**src/rtl/rdma_wr_pkg.sv**
```systemverilog
/*
 * Constants and stream payload types shared by the write demultiplexer:
 * region count, length and beat sizing, queue depths, the readiness
 * threshold, and the command, sequence entry and data beat structs
 */
package rdma_wr_pkg;

  // Regions
  localparam int N_REGIONS      = 4;
  localparam int N_REGIONS_BITS = 2;

  // Command length in bytes, payload beat sizing
  localparam int LEN_BITS       = 12;
  localparam int DATA_BITS      = 64;
  localparam int KEEP_BITS      = DATA_BITS / 8;
  localparam int BEAT_LOG_BITS  = 3;
  localparam int BEAT_CNT_BITS  = LEN_BITS - BEAT_LOG_BITS;

  // Queue depths and the fill level that still reports ready
  localparam int N_OUTSTANDING  = 8;
  localparam int CMD_DEPTH      = 4;
  localparam int DATA_DEPTH     = 16;
  localparam int WR_THRS        = 12;
  localparam int CNT_BITS       = 5;

  // Write command as it arrives and leaves, 16 bits
  typedef struct packed {
    logic [N_REGIONS_BITS-1:0] vfid;
    logic [LEN_BITS-1:0]       len;
    logic                      host;
    logic                      last;
  } wr_req_t;

  // Order record for payload steering, 15 bits
  typedef struct packed {
    logic                      last;
    logic [N_REGIONS_BITS-1:0] vfid;
    logic [LEN_BITS-1:0]       len;
  } seq_ent_t;

  // One payload beat, 73 bits
  typedef struct packed {
    logic [DATA_BITS-1:0] tdata;
    logic [KEEP_BITS-1:0] tkeep;
    logic                 tlast;
  } axis_beat_t;

endpackage

```
**src/rtl/wr_data_steer.sv**
```systemverilog
`timescale 1ns/1ps

/*
 * Payload steering FSM that pops sequence entries, counts beats per
 * command and routes them to the target region with a regenerated tlast
 */
module wr_data_steer
  import rdma_wr_pkg::*;
(
  input  logic                 aclk,
  input  logic                 aresetn,
  input  logic                 seq_valid,
  output logic                 seq_ready,
  input  seq_ent_t             seq_data,
  input  logic                 s_axis_valid,
  output logic                 s_axis_ready,
  input  axis_beat_t           s_axis_data,
  output logic [N_REGIONS-1:0] beat_valid,
  output axis_beat_t           beat_data,
  input  logic [N_REGIONS-1:0] beat_ready
);

  typedef enum logic {ST_IDLE, ST_STEER} state_t;

  state_t                    state_q;
  state_t                    state_d;
  logic [N_REGIONS_BITS-1:0] vfid_q;
  logic                      last_q;
  logic [BEAT_CNT_BITS-1:0]  cnt_q;
  logic [BEAT_CNT_BITS-1:0]  cnt_load;
  logic                      beat_fire;
  logic                      tr_done;
  logic                      load;

  // ------------------------------------------------------------------------
  // Control
  // ------------------------------------------------------------------------
  // Beats minus one as ceil(len/8) - 1 for a nonzero len
  assign cnt_load = (seq_data.len[BEAT_LOG_BITS-1:0] != '0) ?
                    seq_data.len[LEN_BITS-1:BEAT_LOG_BITS] :
                    seq_data.len[LEN_BITS-1:BEAT_LOG_BITS] - 1'b1;

  // Payload moves only while steering and the target has room
  assign s_axis_ready = (state_q == ST_STEER) & beat_ready[vfid_q];
  assign beat_fire    = s_axis_valid & s_axis_ready;
  assign tr_done      = beat_fire & (cnt_q == '0);

  // Pop in idle or on the final beat for back-to-back commands
  assign seq_ready = (state_q == ST_IDLE) | tr_done;
  assign load      = seq_valid & seq_ready;

  always_comb begin
    state_d = state_q;
    case (state_q)
      ST_IDLE: begin
        if (seq_valid) begin
          state_d = ST_STEER;
        end
      end
      ST_STEER: begin
        // Stay when the next entry is already waiting
        if (tr_done && !seq_valid) begin
          state_d = ST_IDLE;
        end
      end
      default: state_d = ST_IDLE;
    endcase
  end

  always_ff @(posedge aclk) begin
    if (!aresetn) begin
      state_q <= ST_IDLE;
      vfid_q  <= '0;
      last_q  <= 1'b0;
      cnt_q   <= '0;
    end else begin
      state_q <= state_d;
      if (load) begin
        vfid_q <= seq_data.vfid;
        last_q <= seq_data.last;
        cnt_q  <= cnt_load;
      end else if (beat_fire && cnt_q != '0) begin
        cnt_q <= cnt_q - 1'b1;
      end
    end
  end

  // ------------------------------------------------------------------------
  // Datapath
  // ------------------------------------------------------------------------
  for (genvar i = 0; i < N_REGIONS; i++) begin : g_beat_valid
    assign beat_valid[i] = (state_q == ST_STEER) & s_axis_valid &
                           (vfid_q == N_REGIONS_BITS'(i));
  end

  // Incoming tlast dropped and regenerated from the count
  assign beat_data.tdata = s_axis_data.tdata;
  assign beat_data.tkeep = s_axis_data.tkeep;
  assign beat_data.tlast = last_q & (cnt_q == '0);

  // Beat offered to a full data queue keeps its payload and tlast
  a_beat_stable: assert property (@(posedge aclk) disable iff (!aresetn)
    ((beat_valid != '0) && !s_axis_ready) |=> $stable(beat_data));

endmodule

```
**config.mk**
```make
export PLATFORM = sky130hd
export DESIGN_NAME = wr_data_steer
export DESIGN_NICKNAME = d
export VERILOG_FILES = /design/src/rtl/rdma_wr_pkg.sv /design/src/rtl/wr_data_steer.sv
export SDC_FILE = /design/constraint.sdc
export NUM_CORES = 1
export LEC_CHECK = 0
export ABC_AREA = 0
export ABC_CLOCK_PERIOD_IN_PS = 4950
export BUFFER_PORTS_ARGS = -buffer_cell sky130_fd_sc_hd__buf_2
export CAP_MARGIN = 10
export CELL_PAD_IN_SITES_DETAIL_PLACEMENT = 1
export CELL_PAD_IN_SITES_GLOBAL_PLACEMENT = 2
export CORE_MARGIN = 2
export CORE_UTILIZATION = 16
export CTS_CLUSTER_DIAMETER = 200
export CTS_CLUSTER_SIZE = 8
export DETAILED_ROUTE_END_ITERATION = 16
export PLACE_DENSITY_LB_ADDON = 0.12
export SYNTH_ARGS = -nofsm -noshare
export SYNTH_HDL_FRONTEND = slang
export SYNTH_SLANG_ARGS = --single-unit
export TNS_END_PERCENT = 100
```
**constraint.sdc**
```tcl
create_clock -name aclk -period 4.95 [get_ports aclk]
set_input_delay 0 -clock aclk [delete_from_list [all_inputs] [get_ports aclk]]
set_output_delay 0 -clock aclk [all_outputs]
set_load 0.01 [all_outputs]
```
-- Yosys cells after proc, flatten, opt, wreduce, memory -nomap -nowiden
Cells that the tools add are included.
- add/subtract/negate cells: 2
- magnitude comparators: 1
- equal/unequal tests: 3
- mux-type cells: 8
- bitwise logic cells: 12
- reductions and logical operators: 8
- operators with widths (cell ; number):
    2-to-1 mux 9 bit ; 3
    subtractor 9 x 1 -> 9 bit, second input constant ; 2
    AND 1 bit ; 10
    logical NOT 9 bit ; 1
    nonzero test 9 bit ; 1
    == test 2 bit, second input constant ; 2
    < comparator 2 x 3 -> 1 bit, second input constant ; 1
    2-to-1 mux 1 bit ; 3
    nonzero test 3 bit ; 1
    binary-select mux 1 bit (select 2 bit) ; 1
    == test 2 x 1 -> 1 bit, second input constant ; 1
    logical AND 1 bit ; 2
    logical NOT 2 bit ; 1
    one-hot mux 1 bit (2 select lines) ; 1
    nonzero test 2 bit ; 1
    logical NOT 1 bit ; 1
    inverter 1 bit ; 1
    bitwise OR 1 bit ; 1
- register bits after elaboration: 13
- input bits: 96
- output and inout port bits: 79
- logic and storage cells: 38

-- Logic depth before layout (Yosys ltp)
- word-level depth: 8
- depth in mapped cells: 8

-- Least setup slack after synthesis
OpenSTA, ideal clock, no wires.
- path kind: reg2reg
- start point: register vfid_q[0]
- end point: register cnt_q[8]
- setup time: 0.120 ns
- data arrival time: 1.698 ns
- required time: 4.830 ns
- setup slack: 3.132 ns
- cell stages (with the launch flop): 7
- clock period less this slack: 1.818 ns
- cell sequence: dfxtp_1 -> mux4_2 -> a41o_1 -> nand2_2 -> buf_6 -> nor2_1 -> o31a_1
- cells in the longest elaborated chain, start to end: 8
- ends and longest elaborated chain (item ; RTL line ; source):
    start: declaration ; wr_data_steer.sv:27 ; logic [N_REGIONS_BITS-1:0] vfid_q;
    start signal: assignment ; wr_data_steer.sv:79 ; vfid_q <= seq_data.vfid;
    binary-select mux 1 bit (select 2 bit) * ; wr_data_steer.sv:44 ; assign s_axis_ready = (state_q == ST_STEER) & beat_ready[vfid_q];
    2-to-1 mux 1 bit (not written as such) * ; wr_data_steer.sv:44 ;
    AND 1 bit * ; wr_data_steer.sv:44 ;
    AND 1 bit * ; wr_data_steer.sv:45 ; assign beat_fire = s_axis_valid & s_axis_ready;
    AND 1 bit * ; wr_data_steer.sv:46 ; assign tr_done = beat_fire & (cnt_q == '0);
    bitwise OR 1 bit * ; wr_data_steer.sv:49 ; assign seq_ready = (state_q == ST_IDLE) | tr_done;
    via seq_ready ; wr_data_steer.sv:13 ; output logic seq_ready,
    AND 1 bit * ; wr_data_steer.sv:50 ; assign load = seq_valid & seq_ready;
    2-to-1 mux 9 bit / nonzero test 2 bit (equally long branches) ; n/a ;
    end signal: assignment ; wr_data_steer.sv:81 ; cnt_q <= cnt_load;
    end signal: assignment ; wr_data_steer.sv:83 ; cnt_q <= cnt_q - 1'b1;
    end: declaration ; wr_data_steer.sv:29 ; logic [BEAT_CNT_BITS-1:0] cnt_q;
The timed path passes the listed nets; every way through them passes the cells marked *. The select of a mux whose other input is x is not followed.
A chain may end at the register's enable or synchronous reset.

-- Worst setup path in the final report
- start point: register cnt_q[0]
- end point: register cnt_q[8]
- cells in the longest elaborated chain, start to end: 5
- ends and longest elaborated chain (item):
    parallel branches: the longest is 5 deep, another holds subtractor 9 x 1 -> 9 bit
Parallel ways; which one is timed is not known. The select of a mux whose other input is x is not followed.

==> impl_metrics.ini <==
[synth]
netlist_top_cells_area = buf_4 (37%), dfxtp_1 (18%), xor2_1 (4.7%)
synth_xor_xnor_area_share_pct = 8.853
synth_top_area_share_pct = 36.93
ys_ff_latch = 13
ys_warn_count = 0
synth_top_family_by_area = buffers and inverters
synth_top_cell_by_area = buf_4
synth.area.mux_share_pct = 4.890
synth_compound_area_share_pct = 9.106
synthSimpleGateAreaFrac_pct = 17.88
ys_types = 36
synthAdderAreaFrac_pct = 1.686
yosys_most_used_dff = dfxtp_1
seq_area_frac_synth_pct = 17.54
synth.net_count = 285
netlist_instances = 187
synthArstFlopShare_pct = 0
synth_area_um2 = 1484
syn_area_per_cell_um2 = 7.935
synth_edf_count = 0

[timing]
slew_viol_final = 0
tightest_slew_ns = 0.7259
rsz0062_at_grt = no
setup_violations = 0
fmax_mhz = 441.3
fin_crit_sh_pct = 45.78
timing.hold.ws_ns = 0.000003910
tns_ns = 0
skew_ns = 0.001918
fin_crit_ns = 2.266
max_slew_margin_pct = 51.61
finalHoldViolations = 0

[worst_setup_path]
crit_arrival_ns = 2.40
crit_path_end_kind = flip-flop
critPathLaunchType = flip-flop
crit_type = flip-flop to flip-flop
required_ns = 5.08
cp_max_fo = 21

[clock_network]
cts-htree-levels = 1
clock_sinks = 13
numCtsBuffers = 3
cts_tree = built
insertion_delay_ns = 0.24
ctsLongestPathBuffers = 2
cts_hold_buf = 0
post_cts_buffers = 0
cts-resized-gates = 0
cts-root-buf = clkbuf_8
clk_pin_slew_worst_paths_ns = 0.06

[power_and_ir_drop]
p_per_area_nw_per_um2 = 241.0
switchingPower_uw = 94.67
max-vdd-ir-drop_mv = 0.04290
internal_power_uw = 205.4
seqPwrFrac_pct = 41.6
swShare_pct = 31.55
leakagePower_uw = 0.0004947
clkPwrFrac_pct = 32.6
comb_power_share_pct = 25.7

[finish]
design_area_um2 = 1245
antenna_cells = 0
syn2layout_area_growth_pct = -16.10
final_cell_count_no_fill = 255
layout-drive-gt1-share_pct = 25.00
fin_nets = 243

[global_route]
grt_overflow = 0
grt_max_degree = 22
grt_pass1_wl_um = 5402
antenna_found_initial = 0
grt_pass1_vias = 1088
gr-usage-all-layers_pct = 6.721

[placement]
io_buffer_count = 29
placed_area_um2 = 1200
dp_hpwl_um = 2769
dpl.cell_count = 251
gp_congestion = 0.8080

[die]
core.rowCount = 35
core_um2 = 9109
start_util_pct = 16.29
dieArea_um2 = 10060
ioPinCount = 175
die_h_um = 100.3
die_w_um = 100.3

[route]
drt-initial-drc-count = 13
drc_errors = 0
vias_per_cell = 3.914
dr.pass1.iters = 4
vias = 998
postRouteAntennaNets = 0
wl_per_cell_um = 13.67
finalWirelength_um = 3485

[hold_path]
min_path_type = input port to output port

[run]
max-cap-violations = 0

[status]
outcome = completed
-- synth_stat cells, types with 2 or more instances --
library cell	count
nor2b_1	3
a21oi_1	10
nand4_1	2
ha_1	2
buf_4	73
xnor2_1	7
nand3_1	7
nor2_1	9
nor3b_1	2
dfxtp_1	13
nor3_1	5
xor2_1	8
inv_1	7
o21ai_0	7
nand2_1	3
a21boi_0	2
and2_1	3
nor4_1	2
mux2i_1	5
-- kinds of logic after synthesis --
family,Yosys count
buffers and inverters,83
AND/OR/NAND/NOR,45
AO/OA/AOI/OAI,23
XOR/XNOR,15
flip-flops,13
multiplexers,6
adder cells (fa/ha/maj),2
-- path summary, 6_finish.rpt --
| kind | start | end | slack (ns) | depth (start not counted) |
|---|---|---|---|---|
| setup reg to reg | cnt_q[0]$_SDFFE_PN0P_ | cnt_q[8]$_SDFFE_PN0P_ | 2.68 | 7 |
| hold reg to reg | last_q$_SDFFE_PN0P_ | last_q$_SDFFE_PN0P_ | 0.53 | 2 |
| setup / recovery | cnt_q[0]$_SDFFE_PN0P_ | cnt_q[8]$_SDFFE_PN0P_ | 2.68 | 7 |
| hold / removal | s_axis_data[40] | beat_data[40] | 0.000004 | 0 |
-- state kept, by name, summed over array words and instances, names as in the netlist --
name / flops
vfid_q: 2
cnt_q: 9
state_q: 1
last_q: 1
-- through the flow --
step	setup slack, ns	utilization (%)	power (µW)
3_5_place_dp	2.621	13.17	206.3
6_report	2.684	13.67	300.1
5_1_grt	2.517	13.67	322.6
3_3_place_gp	2.613	13.17	205.9
2_1_floorplan	3.132	-	236.0
4_1_cts	2.606	13.67	310.8
-- placed cells by master (no fill, tap or decap), types with 2 or more instances in the layout --
master    synthesis  layout
a21boi_0          2       2
a21oi_1          10      10
and2_1            3       3
buf_2             1      29
clkbuf_8          0       3
dfxtp_1          13      13
ha_1              2       2
inv_1             7       7
mux2i_1           5       5
nand2_1           3       3
nand3_1           7       7
nand4_1           2       2
nor2_1            9       9
nor2b_1           3       3
nor3_1            5       5
nor3b_1           2       2
nor4_1            2       2
o21ai_0           7       7
xnor2_1           7       7
xor2_1            8       8
-- area by class of cell --
class                      instances  area, µm²
fill                            1104       7864
timing repair buffer              29      145.1
multi-input combinational         91      629.4
tap                              111      138.9
clock buffer                       4      45.04
inverter                           7      26.28
sequential                        13      260.3
-- per-layer routing --
metal,track usage [%],wire [µm]
met2,10.48,1470
met1,8.010,1585
met4,3.477,90
met3,2.577,339
met5,0,0
-- power groups by stage --
stage | Sequential (µW) | Combinational [µW] | Clock (µW)
CTS | 125 | 79.6 | 106
global placement | 127 | 78.7 | 0
detailed placement | 127 | 79.0 | 0
finish | 125 | 77.2 | 97.9
global route | 127 | 86.8 | 109
floorplan | 124 | 112 | 0
-- critical path, stage by stage, from the launching register on --
cell and delay [ns]:
dfxtp_1 0.33, inv_1 0.06, ha_1 0.18, nor4b_2 0.44
a41o_1 0.31, nand2_2 0.29, and3b_1 0.30, o31a_1 0.23
Note: power is estimated with default switching activity, not from simulation.
