**src/rtl/rdma_wr_pkg.sv**
```systemverilog
/*
 * Constants and stream payload types shared by the write demultiplexer:
 * region count, length and beat sizing, queue depths, the readiness
 * threshold, and the command, sequence entry and data beat structs
 */
package rdma_wr_pkg;

  // Regions
  localparam int N_REGIONS      = 4;
  localparam int N_REGIONS_BITS = 2;

  // Command length in bytes, payload beat sizing
  localparam int LEN_BITS       = 12;
  localparam int DATA_BITS      = 64;
  localparam int KEEP_BITS      = DATA_BITS / 8;
  localparam int BEAT_LOG_BITS  = 3;
  localparam int BEAT_CNT_BITS  = LEN_BITS - BEAT_LOG_BITS;

  // Queue depths and the fill level that still reports ready
  localparam int N_OUTSTANDING  = 8;
  localparam int CMD_DEPTH      = 4;
  localparam int DATA_DEPTH     = 16;
  localparam int WR_THRS        = 12;
  localparam int CNT_BITS       = 5;

  // Write command as it arrives and leaves, 16 bits
  typedef struct packed {
    logic [N_REGIONS_BITS-1:0] vfid;
    logic [LEN_BITS-1:0]       len;
    logic                      host;
    logic                      last;
  } wr_req_t;

  // Order record for payload steering, 15 bits
  typedef struct packed {
    logic                      last;
    logic [N_REGIONS_BITS-1:0] vfid;
    logic [LEN_BITS-1:0]       len;
  } seq_ent_t;

  // One payload beat, 73 bits
  typedef struct packed {
    logic [DATA_BITS-1:0] tdata;
    logic [KEEP_BITS-1:0] tkeep;
    logic                 tlast;
  } axis_beat_t;

endpackage

```
**src/rtl/stream_queue.sv**
```systemverilog
`timescale 1ns/1ps

/*
 * Circular-buffer FIFO for any payload type, valid/ready on both
 * sides, with an occupancy count
 */
module stream_queue
  import rdma_wr_pkg::*;
#(
  parameter type QTYPE  = logic,
  parameter int  QDEPTH = CMD_DEPTH
) (
  input  logic                aclk,
  input  logic                aresetn,
  input  logic                snk_valid,
  output logic                snk_ready,
  input  QTYPE                snk_data,
  output logic                src_valid,
  input  logic                src_ready,
  output QTYPE                src_data,
  output logic [CNT_BITS-1:0] used
);

  QTYPE                      mem [QDEPTH];
  logic [$clog2(QDEPTH)-1:0] wr_ptr;
  logic [$clog2(QDEPTH)-1:0] rd_ptr;
  logic                      wr_fire;
  logic                      rd_fire;

  // ------------------------------------------------------------------------
  // Handshakes
  // ------------------------------------------------------------------------
  // Room and content come from the count only
  assign snk_ready = (used != CNT_BITS'(QDEPTH));
  assign src_valid = (used != '0);
  assign src_data  = mem[rd_ptr];

  assign wr_fire = snk_valid & snk_ready;
  assign rd_fire = src_valid & src_ready;

  // Word written here shows at the head from the next edge
  always_ff @(posedge aclk) begin
    if (wr_fire) begin
      mem[wr_ptr] <= snk_data;
    end
  end

  // ------------------------------------------------------------------------
  // Pointers and occupancy
  // ------------------------------------------------------------------------
  always_ff @(posedge aclk) begin
    if (!aresetn) begin
      wr_ptr <= '0;
      rd_ptr <= '0;
      used   <= '0;
    end else begin
      // Wrap at the depth rather than the pointer width
      if (wr_fire) begin
        wr_ptr <= (32'(wr_ptr) == QDEPTH - 1) ? '0 : wr_ptr + 1'b1;
      end
      if (rd_fire) begin
        rd_ptr <= (32'(rd_ptr) == QDEPTH - 1) ? '0 : rd_ptr + 1'b1;
      end
      // Simultaneous push and pop leaves the count alone
      case ({wr_fire, rd_fire})
        2'b10:   used <= used + 1'b1;
        2'b01:   used <= used - 1'b1;
        default: used <= used;
      endcase
    end
  end

  // Full or empty count puts the write slot on the read head
  a_full_ptr_match: assert property (@(posedge aclk) disable iff (!aresetn)
    (used == CNT_BITS'(QDEPTH) || used == '0) |-> (wr_ptr == rd_ptr));

  // Occupancy bounded by the depth
  a_used_bound: assert property (@(posedge aclk) disable iff (!aresetn)
    used <= CNT_BITS'(QDEPTH));

endmodule

```
**src/rtl/wr_region_buffer.sv**
```systemverilog
`timescale 1ns/1ps

/*
 * Per-region buffering: command queue, data queue and the
 * fill-threshold readiness flag
 */
module wr_region_buffer
  import rdma_wr_pkg::*;
(
  input  logic       aclk,
  input  logic       aresetn,
  input  logic       cmd_valid,
  output logic       cmd_ready,
  input  wr_req_t    cmd_data,
  input  logic       beat_valid,
  output logic       beat_ready,
  input  axis_beat_t beat_data,
  output logic       m_req_valid,
  input  logic       m_req_ready,
  output wr_req_t    m_req_data,
  output logic       m_axis_valid,
  input  logic       m_axis_ready,
  output axis_beat_t m_axis_data,
  output logic       wr_rdy
);

  logic [CNT_BITS-1:0] data_used;

  // Commands for this region
  stream_queue #(
    .QTYPE  (wr_req_t),
    .QDEPTH (CMD_DEPTH)
  ) cmd_que (
    .aclk      (aclk),
    .aresetn   (aresetn),
    .snk_valid (cmd_valid),
    .snk_ready (cmd_ready),
    .snk_data  (cmd_data),
    .src_valid (m_req_valid),
    .src_ready (m_req_ready),
    .src_data  (m_req_data),
    .used      ()
  );

  // Payload, full queue stalls the shared steer
  stream_queue #(
    .QTYPE  (axis_beat_t),
    .QDEPTH (DATA_DEPTH)
  ) data_que (
    .aclk      (aclk),
    .aresetn   (aresetn),
    .snk_valid (beat_valid),
    .snk_ready (beat_ready),
    .snk_data  (beat_data),
    .src_valid (m_axis_valid),
    .src_ready (m_axis_ready),
    .src_data  (m_axis_data),
    .used      (data_used)
  );

  // Level hint, high while the fill count is at or below the threshold
  assign wr_rdy = (data_used <= CNT_BITS'(WR_THRS));

endmodule

```
**config.mk**
```make
export PLATFORM = sky130hd
export DESIGN_NAME = wr_region_buffer
export DESIGN_NICKNAME = d
export VERILOG_FILES = /design/src/rtl/rdma_wr_pkg.sv /design/src/rtl/stream_queue.sv /design/src/rtl/wr_region_buffer.sv
export SDC_FILE = /design/constraint.sdc
export NUM_CORES = 1
export LEC_CHECK = 0
export ABC_AREA = 0
export BUFFER_PORTS_ARGS = -buffer_cell sky130_fd_sc_hd__buf_2
export CORE_MARGIN = 3
export CORE_UTILIZATION = 43
export DETAILED_ROUTE_END_ITERATION = 6
export GPL_ROUTABILITY_DRIVEN = 1
export HOLD_SLACK_MARGIN = 0.02
export PLACE_DENSITY = 0.6
export REMOVE_ABC_BUFFERS = 1
export SYNTH_ARGS = -nofsm -noshare
export SYNTH_HDL_FRONTEND = slang
export SYNTH_HIERARCHICAL = 1
export SYNTH_SLANG_ARGS = --single-unit
export TNS_END_PERCENT = 50
```
**constraint.sdc**
```tcl
create_clock -name aclk -period 8.7 [get_ports aclk]
set_clock_uncertainty 0.05 [all_clocks]
set_input_delay 1.74 -clock aclk [delete_from_list [all_inputs] [get_ports aclk]]
set_output_delay 1.74 -clock aclk [all_outputs]
set_load 0.05 [all_outputs]
```
# Yosys cells after proc, flatten, opt, wreduce, memory -nomap -nowiden
# Memories as Yosys holds them, arrays and structs flattened. A register that Yosys moved wholly into a read port is not among the register bits.
# Index checks and enable logic that the tools add are counted.
# Widths: inputs -> output; s select.
# totals
regBits	22
ramBits	1232
inputBits	95
output_inout_bits	94
wordCells	49
n_memories	2
# classes
n_addsub	8
order_cmp	1
eq_ne	10
n_mux	14
n_bitwise	4
reduce_logical	4
# memory_table
name	words	word_bits	rd	rd_ports_with_merged_regs	wr	line	rtl
data_que.mem	16	73	1	1	1	stream_queue.sv:24	QTYPE mem [QDEPTH];
cmd_que.mem	4	16	1	1	1	stream_queue.sv:24	
# op_table
operator	count
$pmux 5 s2	2
$mux 4	4
$add 5x1->5 const B	2
$reduce_bool 5->1	2
$sub 5x1->5 const B	2
$add 4x1->4 const B	2
$eq 2x2->1 const B	4
$eq 4x4->1 const B	2
$mux 2	4
$le 5x4->1 const B	1
$ne 5x3->1 const B	1
$ne 5x5->1 const B	1
$add 2x1->2 const B	2
$and 1x1->1	4
$eq 2x1->1 const B	2
$mux 1	4
$reduce_bool 2->1	2

# Longest topological paths before layout
# depth
word_depth	4
mapped_depth	12
mapped_depth_nobuf	10

# By module
# Netlist, hierarchy kept.
# modules_own_cells
mod	instances	cells_each	area_each_um2
stream_queue at data_que	1	1736	44762.9
stream_queue at cmd_que	1	174	3050.4
wr_region_buffer	1	2	12.5

# Least setup slack after synthesis
# No wires, ideal clock.
# synth_timing
path_kind	input to register
from	input beat_valid
to	memory data_que/mem[7][0] (netlist name), enable pin
setup_ns	0.594
arrival_time_ns	7.436
required_time_ns	8.056
slack_ns	0.620
stages	3
path_buffers	0
path_cell_list	a21boi_1 -> clkinv_1 -> nor3_1
# synth_via
elab_chain_cells	3
# synth_lines
item	line	rtl
start: declaration	wr_region_buffer.sv:15	input logic beat_valid,
$and 1x1->1	stream_queue.sv:38	assign wr_fire = snk_valid & snk_ready;
$mux 1	stream_queue.sv:43	if (wr_fire) begin
$mux 1 (not written as such)	stream_queue.sv:44	mem[wr_ptr] <= snk_data;
end: declaration	stream_queue.sv:24	
# Every way passes these cells.

==> results by group <==
Run status
  • Outcome: complete, no violations

Yosys
  • Async SR Flop Fraction: 0%
  • Count leader, synth: edfxtp_1
  • Leading area contributor after synthesis: edfxtp_1
  • Dominant cells by area after synthesis: edfxtp_1 (77%), mux4_2 (18%), dfxtp_1 (1.2%), ha_1 (0.39%), clkbuf_1 (0.35%)
  • Synth Warn #: 6
  • Count of flip-flops with a built-in enable after synthesis: 1,232
  • Netlist Area Pre-Place: 0.0478 mm2
  • Ys flop type: edfxtp_1
  • Post-synthesis cell count: 1,912
  • Commonest cells post-synth: edfxtp_1 (1,232), mux4_2 (381), clkbuf_1 (44)
  • Synth unique cells: 48
  • Syn_area_per_cell: 25.0 um2
  • Post-synthesis sequential area ratio: 78.5%
  • Synth top area share: 77.4%
  • FF+latch count, synth: 1,260

Setup path
  • Max stage delay on crit path: 1010 ps
  • Peak fanout along the critical path: 68
  • CP max stage cell: dfxtp_4
  • Crit path kind: flip-flop to primary output
  • Setup crit end kind: primary output
  • CP Cell Sequence: buf_4 > mux4_2 > mux4_2 > buf_2
  • Cell depth of the worst setup path: 4
  • CP required: 6910 ps
  • R2R cell count: 6
  • Worst R2R Start: data_que/used[2]$_SDFFE_PN0P_
  • Data arrival, critical path: 3890 ps
  • CP Launch Type: flip-flop
  • Kind of cell adding the most delay to the critical path: buffers and inverters
  • Crit path buf inv count: 2
  • Crit-path most repeated cell: mux4_2
  • Reg-to-reg endpoint: data_que/mem[3][11]$_DFFE_PP_
  • Flop2flop setup slack: 4680 ps

Finish
  • Layout cells sized above 1: 34.8%
  • Final Util: 49.7%
  • Fin nets: 2,278
  • Final Cell Area: 0.0545 mm2
  • Layout Area Growth over Synthesis: 13.9%

Power and ir drop
  • Peak supply drop: 206 uV
  • P_sw: 4.28 mW
  • Combinational power share: 21.0%
  • Register share of total power: 45.1%
  • P_int: 11.3 mW
  • Clock share of power: 33.9%
  • LEAKAGE: 16.7 nW
  • PwrDens: 285 mW/mm2
  • Switching Fraction: 27.5%

Clock network
  • CTS tree: yes
  • TritonCTS Buffers: 134
  • CTS root buf: clkbuf_16
  • Clk pin slew, worst setup/hold paths: 50 ps
  • CTS sink count: 1,260
  • Hold_buf cts: 0
  • Worst-Skew Late Latency: 710 ps
  • PostCTS Resize Cnt: 0
  • Setup Fix Bufs, Post-CTS: 0
  • Clock buffer depth: 3
  • H-Tree Depth: 4

Drt
  • Pre-antenna DRT Iters: 5
  • Via density: 5.63
  • Max Used Layer: met5
  • Routed WL: 103,000 um
  • Met1 WL: 43,200 um
  • DRT iter0 DRCs: 1,889
  • Antenna viol nets, final: 0
  • Vias post-DR: 21.1k
  • Routed wl met2: 51,700 um
  • WL/cell: 27.4 um
  • DRC Markers: 0
  • Metal3 WL: 5770 um

Floorplan
  • Die Footprint: 0.115 mm2
  • Starting density of the core: 43.6%
  • Row count: 121
  • IO Count: 189
  • Die height: 340 um
  • Core footprint: 0.110 mm2
  • Die X: 340 um

Place
  • IO buf count: 188
  • Dpl cell area: 0.0504 mm2
  • GP Congestion: 0.713
  • Dpl ws: 3520 ps
  • Hpwl dp: 53,000 um

Timing
  • F_max: 176 MHz
  • Hold Fails Final Rpt: 0
  • Final period util: 65.2%
  • Final worst setup slack: 3020 ps
  • Final setup vio count: 0
  • Tmin final: 5680 ps
  • Worst slew margin: 24.7%
  • TNS Setup: 0 ps
  • RSZ-0062 raised after global routing: no
  • Slew @ Worst Pin: 1130 ps
  • Max-slew violations: 0

Min path
  • Worst hold endpoint: cmd_que/used[4]$_SDFFE_PN0P_
  • Critical hold path startpoint: cmd_que/used[4]$_SDFFE_PN0P_
  • Hold depth: 2
  • HP Class: flip-flop to flip-flop

GRT
  • Largest net degree at the start of global routing: 144
  • Tot GR Track Use: 18.1%
  • Grt total ovfl: 0
  • Number of global-route vias before repair: 22.3k
  • Global-route wire length before repair: 153,000 um
  • Initial antenna violation count: 28

Flow run
  • Max-Cap Viols: 0
[final cells by class]
type	count	area (um2)
antenna	7	17.5
timing repair buffer	217	1200
inverter	12	45.0
fill	8647	55100
clock buffer	178	3570
sequential	1260	37600
clock inverter	55	483
tap	1476	1850
multi-input combinational	543	9750
[cells in the final DEF (no fill, tap or decap), types with 5 or more instances in the layout]
master	instances
ha_1	15
clkbuf_16	136
inv_6	5
xor2_1	7
bufinv_16	5
buf_2	188
buf_4	26
nand3_1	8
clkinv_1	24
nor3_1	5
mux2i_1	8
and3_4	7
mux4_2	381
nand2_1	22
dfxtp_1	24
clkbuf_1	41
nor2b_1	5
clkinv_2	12
diode_2	7
a21oi_1	8
nor2_1	10
and3_1	5
inv_1	11
edfxtp_1	1232
[registers in the layout, indices dropped and copies added, names as in the netlist, named ones only]
name	cells
data_que/wr_ptr	4
cmd_que/mem	64
data_que/used	5
cmd_que/rd_ptr	2
data_que/mem	1168
cmd_que/wr_ptr	2
cmd_que/used	5
data_que/rd_ptr	4
[worst max path at each step]
stage	from	end	slack, ps
after detailed placement	beat_valid	data_que/mem[3][18]$_DFFE_PP_	3520
after CTS	flip-flop	m_axis_data[38]	2890
final	flip-flop	m_axis_data[38]	3020
after floorplan	flip-flop	m_axis_data[0]	-6280
after global routing	flip-flop	m_axis_data[47]	2860
after global placement	beat_valid	data_que/mem[3][18]$_DFFE_PP_	3590
[tightest hold or removal path, cell delays in order (launching register included)]
cell and delay (ps):
dfxtp_1 330, nand2_1 70, mux2i_1 60
[stage by stage]
| stage | power [mW] | std cells | hold slack [ps] |
|---|---|---|---|
| after floorplan | 10.2 | 1815 | 406 |
| after global placement | 10.4 | 3508 | 425 |
| after detailed placement | 10.5 | 3508 | 455 |
| after CTS | 15.8 | 3741 | 462 |
| after global routing | 16.2 | 3742 | 477 |
| final | 15.5 | 3748 | 460 |
[logic make-up after synthesis]
family / Yosys count / share of synthesized area, %
flops: 1260 / 78.5
compound gates: 37 / 0.515
mux: 389 / 18.1
xor+xnor: 9 / 0.165
simple gates: 93 / 1.06
buf+inv: 109 / 1.23
fa+ha+maj: 15 / 0.392
[routing by layer]
layer  GRT usage [%]  up-vias
li1                -     8815
met1            24.7    11488
met2            30.0      634
met3            3.76      168
met4            4.86       12
met5               0        -
[power groups by stage]
stage          clock, mW  sequential (mW)  combinational [mW]
5_1_grt             5.66             7.03                3.47
2_1_floorplan          0             7.37                2.88
6_report            5.27             7.01                3.26
3_5_place_dp           0             7.14                3.33
3_3_place_gp           0             7.13                3.30
4_1_cts             5.41             7.02                3.34
No activity file was read; power rests on OpenSTA's default activity.
