`src/rtl/rdma_wr_pkg.sv`:
```
/*
 * Constants and stream payload types shared by the write demultiplexer:
 * region count, length and beat sizing, queue depths, the readiness
 * threshold, and the command, sequence entry and data beat structs
 */
package rdma_wr_pkg;

  // Regions
  localparam int N_REGIONS      = 4;
  localparam int N_REGIONS_BITS = 2;

  // Command length in bytes, payload beat sizing
  localparam int LEN_BITS       = 12;
  localparam int DATA_BITS      = 64;
  localparam int KEEP_BITS      = DATA_BITS / 8;
  localparam int BEAT_LOG_BITS  = 3;
  localparam int BEAT_CNT_BITS  = LEN_BITS - BEAT_LOG_BITS;

  // Queue depths and the fill level that still reports ready
  localparam int N_OUTSTANDING  = 8;
  localparam int CMD_DEPTH      = 4;
  localparam int DATA_DEPTH     = 16;
  localparam int WR_THRS        = 12;
  localparam int CNT_BITS       = 5;

  // Write command as it arrives and leaves, 16 bits
  typedef struct packed {
    logic [N_REGIONS_BITS-1:0] vfid;
    logic [LEN_BITS-1:0]       len;
    logic                      host;
    logic                      last;
  } wr_req_t;

  // Order record for payload steering, 15 bits
  typedef struct packed {
    logic                      last;
    logic [N_REGIONS_BITS-1:0] vfid;
    logic [LEN_BITS-1:0]       len;
  } seq_ent_t;

  // One payload beat, 73 bits
  typedef struct packed {
    logic [DATA_BITS-1:0] tdata;
    logic [KEEP_BITS-1:0] tkeep;
    logic                 tlast;
  } axis_beat_t;

endpackage

```
`src/rtl/stream_queue.sv`:
```
`timescale 1ns/1ps

/*
 * Circular-buffer FIFO for any payload type, valid/ready on both
 * sides, with an occupancy count
 */
module stream_queue
  import rdma_wr_pkg::*;
#(
  parameter type QTYPE  = logic,
  parameter int  QDEPTH = CMD_DEPTH
) (
  input  logic                aclk,
  input  logic                aresetn,
  input  logic                snk_valid,
  output logic                snk_ready,
  input  QTYPE                snk_data,
  output logic                src_valid,
  input  logic                src_ready,
  output QTYPE                src_data,
  output logic [CNT_BITS-1:0] used
);

  QTYPE                      mem [QDEPTH];
  logic [$clog2(QDEPTH)-1:0] wr_ptr;
  logic [$clog2(QDEPTH)-1:0] rd_ptr;
  logic                      wr_fire;
  logic                      rd_fire;

  // ------------------------------------------------------------------------
  // Handshakes
  // ------------------------------------------------------------------------
  // Room and content come from the count only
  assign snk_ready = (used != CNT_BITS'(QDEPTH));
  assign src_valid = (used != '0);
  assign src_data  = mem[rd_ptr];

  assign wr_fire = snk_valid & snk_ready;
  assign rd_fire = src_valid & src_ready;

  // Word written here shows at the head from the next edge
  always_ff @(posedge aclk) begin
    if (wr_fire) begin
      mem[wr_ptr] <= snk_data;
    end
  end

  // ------------------------------------------------------------------------
  // Pointers and occupancy
  // ------------------------------------------------------------------------
  always_ff @(posedge aclk) begin
    if (!aresetn) begin
      wr_ptr <= '0;
      rd_ptr <= '0;
      used   <= '0;
    end else begin
      // Wrap at the depth rather than the pointer width
      if (wr_fire) begin
        wr_ptr <= (32'(wr_ptr) == QDEPTH - 1) ? '0 : wr_ptr + 1'b1;
      end
      if (rd_fire) begin
        rd_ptr <= (32'(rd_ptr) == QDEPTH - 1) ? '0 : rd_ptr + 1'b1;
      end
      // Simultaneous push and pop leaves the count alone
      case ({wr_fire, rd_fire})
        2'b10:   used <= used + 1'b1;
        2'b01:   used <= used - 1'b1;
        default: used <= used;
      endcase
    end
  end

  // Full or empty count puts the write slot on the read head
  a_full_ptr_match: assert property (@(posedge aclk) disable iff (!aresetn)
    (used == CNT_BITS'(QDEPTH) || used == '0) |-> (wr_ptr == rd_ptr));

  // Occupancy bounded by the depth
  a_used_bound: assert property (@(posedge aclk) disable iff (!aresetn)
    used <= CNT_BITS'(QDEPTH));

endmodule

```
`src/rtl/wr_cmd_router.sv`:
```
`timescale 1ns/1ps

/*
 * Command router that sends each write command to its region's command
 * queue and logs a sequence entry for the payload steering
 */
module wr_cmd_router
  import rdma_wr_pkg::*;
(
  input  logic                 aclk,
  input  logic                 aresetn,
  input  logic                 s_req_valid,
  output logic                 s_req_ready,
  input  wr_req_t              s_req_data,
  output logic [N_REGIONS-1:0] cmd_valid,
  output wr_req_t              cmd_data,
  input  logic [N_REGIONS-1:0] cmd_ready,
  output logic                 seq_valid,
  input  logic                 seq_ready,
  output seq_ent_t             seq_data
);

  logic     seq_snk_valid;
  logic     seq_snk_ready;
  seq_ent_t seq_snk_data;

  // Accept only with room in both the sequence and target command queue
  assign s_req_ready   = seq_snk_ready & cmd_ready[s_req_data.vfid];
  assign seq_snk_valid = s_req_valid & s_req_ready;

  // Command leaves unchanged with its host flag
  assign cmd_data = s_req_data;

  // One-hot valid on the target region
  for (genvar i = 0; i < N_REGIONS; i++) begin : g_cmd_valid
    assign cmd_valid[i] = seq_snk_valid & (s_req_data.vfid == N_REGIONS_BITS'(i));
  end

  // Order record with what the steer needs per command
  assign seq_snk_data = '{
    last: s_req_data.last,
    vfid: s_req_data.vfid,
    len:  s_req_data.len
  };

  stream_queue #(
    .QTYPE  (seq_ent_t),
    .QDEPTH (N_OUTSTANDING)
  ) seq_que (
    .aclk      (aclk),
    .aresetn   (aresetn),
    .snk_valid (seq_snk_valid),
    .snk_ready (seq_snk_ready),
    .snk_data  (seq_snk_data),
    .src_valid (seq_valid),
    .src_ready (seq_ready),
    .src_data  (seq_data),
    .used      ()
  );

  // Stalled request stays offered until taken
  a_req_hold: assert property (@(posedge aclk) disable iff (!aresetn)
    (s_req_valid && !s_req_ready) |=> s_req_valid);

  // Stalled command held by the source until taken
  a_cmd_stable: assert property (@(posedge aclk) disable iff (!aresetn)
    (s_req_valid && !s_req_ready) |=> $stable(cmd_data));

endmodule

```
`config.mk`:
```
export PLATFORM = sky130hd
export DESIGN_NAME = wr_cmd_router
export DESIGN_NICKNAME = d
export VERILOG_FILES = /design/src/rtl/rdma_wr_pkg.sv /design/src/rtl/stream_queue.sv /design/src/rtl/wr_cmd_router.sv
export SDC_FILE = /design/constraint.sdc
export NUM_CORES = 1
export LEC_CHECK = 0
export ABC_AREA = 1
export BUFFER_PORTS_ARGS = -buffer_cell sky130_fd_sc_hd__clkbuf_2
export CORE_MARGIN = 1.5
export CORE_UTILIZATION = 40
export CTS_CLUSTER_SIZE = 28
export DETAILED_ROUTE_END_ITERATION = 7
export GPL_ROUTABILITY_DRIVEN = 1
export MAX_ROUTING_LAYER = met4
export PLACE_DENSITY = 0.55
export SYNTH_ARGS = -nofsm -noshare
export SYNTH_HDL_FRONTEND = slang
export SYNTH_SLANG_ARGS = --single-unit
```
`constraint.sdc`:
```
create_clock -name aclk -period 2.7 [get_ports aclk]
set_clock_uncertainty 0.2 [all_clocks]
set_input_delay 0.27 -clock aclk [delete_from_list [all_inputs] [get_ports aclk]]
set_output_delay 0.27 -clock aclk [all_outputs]
set_load 0.02 [all_outputs]
```
# After elaboration in Yosys (flattened, before gate mapping)

Memories as Yosys holds them, arrays and structs flattened. A register that Yosys moved wholly into a read port is not among the register bits.
Index checks and enable logic that the tools add are counted.
W data, S select, Z words.

Register bits: 11
Latch bits: 0
Bits in writable memories: 120
ROM bits: 0
Output and inout bits: 37
Word-level logic and storage cells: 37
Memories: 1

$add $sub $neg: 4
Multiply operators: 0
Div/mod/pow operators: 0
Order comparisons: 1
Equality and inequality tests: 8
Shifts and indexed selects: 0
Mux-type cells: 9
Bitwise gates (word level): 8
Reduce and logical (&&, ||, !) cells: 3

Memories:

| name        | depth | bits a word | read ports | clocked after memory_dff | write ports | line               | text |
|---|---|---|---|---|---|---|---|
| seq_que.mem | 8     | 15          | 1          | 1                        | 1           | stream_queue.sv:24 | `QTYPE mem [QDEPTH];` |

Operators with widths:

| cell                  | count |
|---|---|
| $mux W3               | 4 |
| $pmux W5 S2           | 1 |
| $and A1 B1 Y1         | 8 |
| $add A3 B1 Y3 const B | 2 |
| $eq A2 B2 Y1 const B  | 3 |
| $eq A3 B3 Y1 const B  | 2 |
| $add A5 B1 Y5 const B | 1 |
| $ne A5 B4 Y1 const B  | 1 |
| $reduce_bool A5 Y1    | 1 |
| $sub A5 B1 Y5 const B | 1 |
| $eq A2 B1 Y1 const B  | 2 |
| $lt A2 B3 Y1 const B  | 1 |
| $mux W1               | 3 |
| $bmux W1 S2           | 1 |
| $logic_not A2 Y1      | 1 |
| $reduce_bool A2 Y1    | 1 |

# Longest topological paths before layout

Word-level depth: 7
Mapped depth: 18
Depth with buffers taken out: 18

# Modules after synthesis

Synthesis repeated with hierarchy kept, for this count alone.

Cell total of the unflattened synthesis: 489
Area, all modules: 5,716.7 um2

Modules (own cells, without submodules):

| module        | instances | cells each | area an instance (um2) | sequential area each (um2) |
|---|---|---|---|---|
| stream_queue  | 1         | 451        | 5,504.0                | 3,883.7 |
| wr_cmd_router | 1         | 38         | 212.7                  | 0.0 |

# Worst setup path before layout

No wires, ideal clock.

Kind: register to register
Start point: register seq_que.used[0]
End point: register seq_que.used[4]
Arrival: 2.025 ns
Required time: 2.391 ns
Slack: 0.366 ns
Cell stages (with the launch flop): 17
Period minus slack after synthesis: 2.334 ns
Cell sequence: dfxtp_1 > nor2_1 > nand4_1 > nand2_1 > inv_1 > ha_1 > nand2_1 > inv_1 > nor2_1 > ha_1 > inv_1 > nand2_1 > nand3_1 > nand3_1 > nand3_1 > nand2_1 > inv_1

Elaborated cells on any way between the ends: 12

RTL lines:

| what                                                     | line                | text |
|---|---|---|
| from (decl)                                              | stream_queue.sv:21  | `output logic [CNT_BITS-1:0] used` |
| from (signal assigned)                                   | stream_queue.sv:66  | `2'b10: used <= used + 1'b1;` |
| from (signal assigned)                                   | stream_queue.sv:67  | `2'b01: used <= used - 1'b1;` |
| from (signal assigned)                                   | stream_queue.sv:68  | `default: used <= used;` |
| $reduce_bool A5 Y1 (*)                                   | stream_queue.sv:35  | `assign src_valid = (used != '0);` |
| named net seq_valid                                      | wr_cmd_router.sv:18 | `output logic seq_valid,` |
| $and A1 B1 Y1 (*)                                        | stream_queue.sv:39  | `assign rd_fire = src_valid & src_ready;` |
| $eq A2 B1 Y1 / $eq A2 B2 Y1 (equally long branches)      | stream_queue.sv:65  | `case ({wr_fire, rd_fire})` |
| $pmux W5 S2 / $reduce_bool A2 Y1 (equally long branches) | n/a                 |  |

Mark *: on every way through the listed nets, which the timed path passes. The rest lies on a longest branch.
A chain may end at the register's enable or synchronous reset.

# Final worst setup path

Start point: register seq_que.used[0]
End point: register seq_que.used[4]

Word-level cells in the longest chain between the ends: 6
Elaborated cells on any way between the ends: 12

RTL lines:

| what                                                     | line                | text |
|---|---|---|
| $ne A5 B4 Y1                                             | stream_queue.sv:34  | `assign snk_ready = (used != CNT_BITS'(QDEPTH));` |
| $and A1 B1 Y1                                            | wr_cmd_router.sv:28 | `assign s_req_ready = seq_snk_ready & cmd_ready[s_req_data.vfid];` |
| $and A1 B1 Y1                                            | wr_cmd_router.sv:29 | `assign seq_snk_valid = s_req_valid & s_req_ready;` |
| $and A1 B1 Y1                                            | stream_queue.sv:38  | `assign wr_fire = snk_valid & snk_ready;` |
| $eq A2 B1 Y1 / $eq A2 B2 Y1 (equally long branches)      | stream_queue.sv:65  |  |
| $pmux W5 S2 / $reduce_bool A2 Y1 (equally long branches) | n/a                 |  |

Several ways; a longest one is shown, not always the timed one.

==> summary.txt <==
first-pass GRT wire length - 18500 um
Slew headroom - 48.4%
Worst-Skew Late Latency - 0.42 ns
final hold vios - 0
drt pass-1 iters - 4
Mapped Nets - 490
DRC violations left - 0
post-route ant nets - 0
PD cells - 901 nW/um^2
CTS Buffer Depth - 2
Sink Count - 134
initial antenna violation count - 0
die span in y - 122 um
status - completed
setup slack after placement - 0.0768 ns
measured slew at the worst slew-check pin - 0.773 ns
startpoint types - register
H-tree depth - 4
total global routing overflow - 0
setup bufs post-CTS - 0
CP Class - reg2reg
CP Depth - 16
Mapped Cells - 459
Crit Path Max Fanout - 9
fin. max-slew vios - 0
crit path DAT - 2.56 ns
total track usage - 17.6%
number of synthesized register bits - 134
number of distinct library cells after synthesis - 25
r2r endpoint - seq_que.used[4]
site row count - 43
min setup slack post-route - 0.263 ns
layout cells sized above 1 - 19.8%
synthesized area per cell - 12.3 um^2
Via Count - 3549
fill cell count - 1228
Layout Nets - 565
Avg WL per Cell - 15.9 um
cell mode on critical path - nand2_1
FF-to-FF path depth - 16
P&R area growth vs syn - 19.7%
post-synthesis sequential area ratio - 68.9%
CP Cell Sequence - nor2_1, nand4_1, nand3_4, ha_1, nand2_1, inv_1, nor2_1, ha_1, inv_1, nand2_1, nand3_1, nand2_1, nand2_1, nand3_1, nand2_1, inv_1
period utilization - 90.3%
Crit path required time - 2.82 ns
IO buf count - 58
peak supply drop - 0.428 mV
vias per std cell - 4.90
total CTS buffers - 17
biggest cell delay along the critical path - 0.35 ns
I/O pin count - 61
RePlAce Congestion - 0.820
Setup-failing EPs final - 0
most common cell after layout, fill and taps aside - edfxtp_1
Buffers & Inverters on Critical Path - 3
worst min path class - in2reg
vias in the first global route - 3457
max frequency - 410 MHz
synth warn - 0
diode count - 0
RSZ-0062 raised after global routing - false
MaxCap Viol Count - 0
initial core utilization - 40.8%
CTS Root Cell - clkbuf_16
mapped cell area - 5640 um^2
LEAKAGE - 0.00258 uW
reg2reg start - seq_que.used[0]
Slowest-stage cell, CP - dfxtp_1
Total Neg Setup Slack - 0 ns
reg2reg setup slack - 0.26 ns
Die ar. - 14800 um^2
critical path startpoint - seq_que.used[0]
dpl hpwl - 6880 um
largest net degree at the start of global routing - 61
die width - 122 um
delay-heaviest family, CP - simple AND/OR/NAND/NOR gates
Core Box Area - 13800 um^2
end of the critical path - seq_que.used[4]
crit end category - register
final wirelength - 11500 um
post-layout min period - 2.44 ns
clock transition at the registers of the reported paths - 0.06 ns
post-CTS resize count - 0
DR iter-0 viols - 244
commonest non-fill, non-tap cells in the layout - 120 x edfxtp_1, 71 x nand2_1, 58 x clkbuf_2
TritonCTS clock tree - built
synthesized netlist by cell type (all sizes together):
| cell type | instances | share of area (%) |
|---|---|---|
| buf | 21 | 2.6 |
| nand4 | 5 | 0.55 |
| nand2 | 73 | 4.9 |
| mux2i | 30 | 5.3 |
| o21ai | 38 | 3.4 |
| dfxtp | 14 | 5.0 |
| o22ai | 30 | 3.3 |
| nor2 | 57 | 4.3 |
| a21oi | 6 | 0.53 |
| clkbuf | 15 | 1.0 |
| or2 | 1 | 0.16 |
| xnor2 | 1 | 0.16 |
| ha | 7 | 1.6 |
| edfxtp | 120 | 64 |
| nor3 | 4 | 0.35 |
| inv | 26 | 1.7 |
| xor2 | 1 | 0.16 |
| nand3b | 1 | 0.13 |
| nand3 | 9 | 1.0 |
through the flow:
step                      power [uW]  util [%]  hold WS [ns]  area (um^2)  instances
after detailed placement        4240      44.3         0.288         6120        680
final                           6090      48.8        0.0460         6750        725
after global placement          4220      44.3         0.286         6120        680
after floorplan                 3700         -         0.169         5640        459
after global routing            6460      48.8        0.0770         6750        725
after CTS                       6150      48.8        0.0320         6750        725
state kept, by name, summed over array words and instances, names as in the netlist, named ones only:
name,count
seq_que.rd_ptr,3
seq_que.mem,120
seq_que.used,5
seq_que.wr_ptr,3
what timing repair did:
action | 4_1_cts | 5_1_grt
setup endpoints to repair | 0 | 1
hold buffers | 15 | 0
hold endpoints to repair | 110 | 0
how the worst min path moves through the flow:
stage	from	endpoint	slack, ns	cells past startpoint
global route	s_req_data[14]	seq_que.mem[3][12]	0.08	1
global placement	seq_que.used[0]	seq_que.used[0]	0.29	1
floorplan	s_req_data[2]	seq_que.mem[0][0]	0.17	0
finish	seq_ready	seq_que.rd_ptr[1]	0.05	4
detailed placement	seq_que.used[0]	seq_que.used[0]	0.29	1
CTS	seq_ready	seq_que.rd_ptr[1]	0.03	4
worst reg2reg max path, cell delays in order, from the launching register on:
cell and delay, ns:
dfxtp_1 0.35, nor2_1 0.17, nand4_1 0.27, nand3_4 0.21, ha_1 0.29, nand2_1 0.08
inv_1 0.07, nor2_1 0.05, ha_1 0.18, inv_1 0.05, nand2_1 0.07, nand3_1 0.10
nand2_1 0.05, nand2_1 0.05, nand3_1 0.06, nand2_1 0.06, inv_1 0.03
power by group:
part | leakage, uW | total, uW | internal, uW | switching (uW)
Sequential | 0.00120 | 2480 | 2400 | 78.1
Clock | 0.000238 | 1890 | 1130 | 758
Combinational | 0.00114 | 1720 | 587 | 1130
Total | 0.00258 | 6090 | 4120 | 1970
cells by family (layout without fill, tap and decap cells):
logic type / Yosys count / after routing / share of synthesized area (%)
muxes: 30 / 30 / 5.32
AOI/OAI and AO/OA: 74 / 74 / 7.23
adders and majority gates: 7 / 7 / 1.55
xor gates and xnor gates: 2 / 2 / 0.311
and+or+nand+nor: 150 / 150 / 11.4
DFF: 134 / 134 / 68.9
buffers and inverters: 62 / 148 / 5.30
metal layers:
metal	vias to the layer above	routed length, um	GRT usage (%)	share of wire, %
met5	-	0	-	0
li1	1773	-	-	-
met2	72	5580	27.2	48
met3	10	486	4.49	4.2
met1	1694	5350	22.3	46
met4	0	126	6.69	1.1
area by class of cell:
| cell class | instances | area [um^2] | area share (%) |
|---|---|---|---|
| sequential | 134 | 3880 | 57.5 |
| tap | 180 | 225 | 3.34 |
| clock buffer | 21 | 440 | 6.52 |
| multi-input combinational | 263 | 1460 | 21.6 |
| clock inverter | 9 | 38.8 | 0.574 |
| timing repair buffer | 92 | 608 | 9.00 |
| inverter | 26 | 97.6 | 1.45 |
Power figures use the tool's default switching activity.
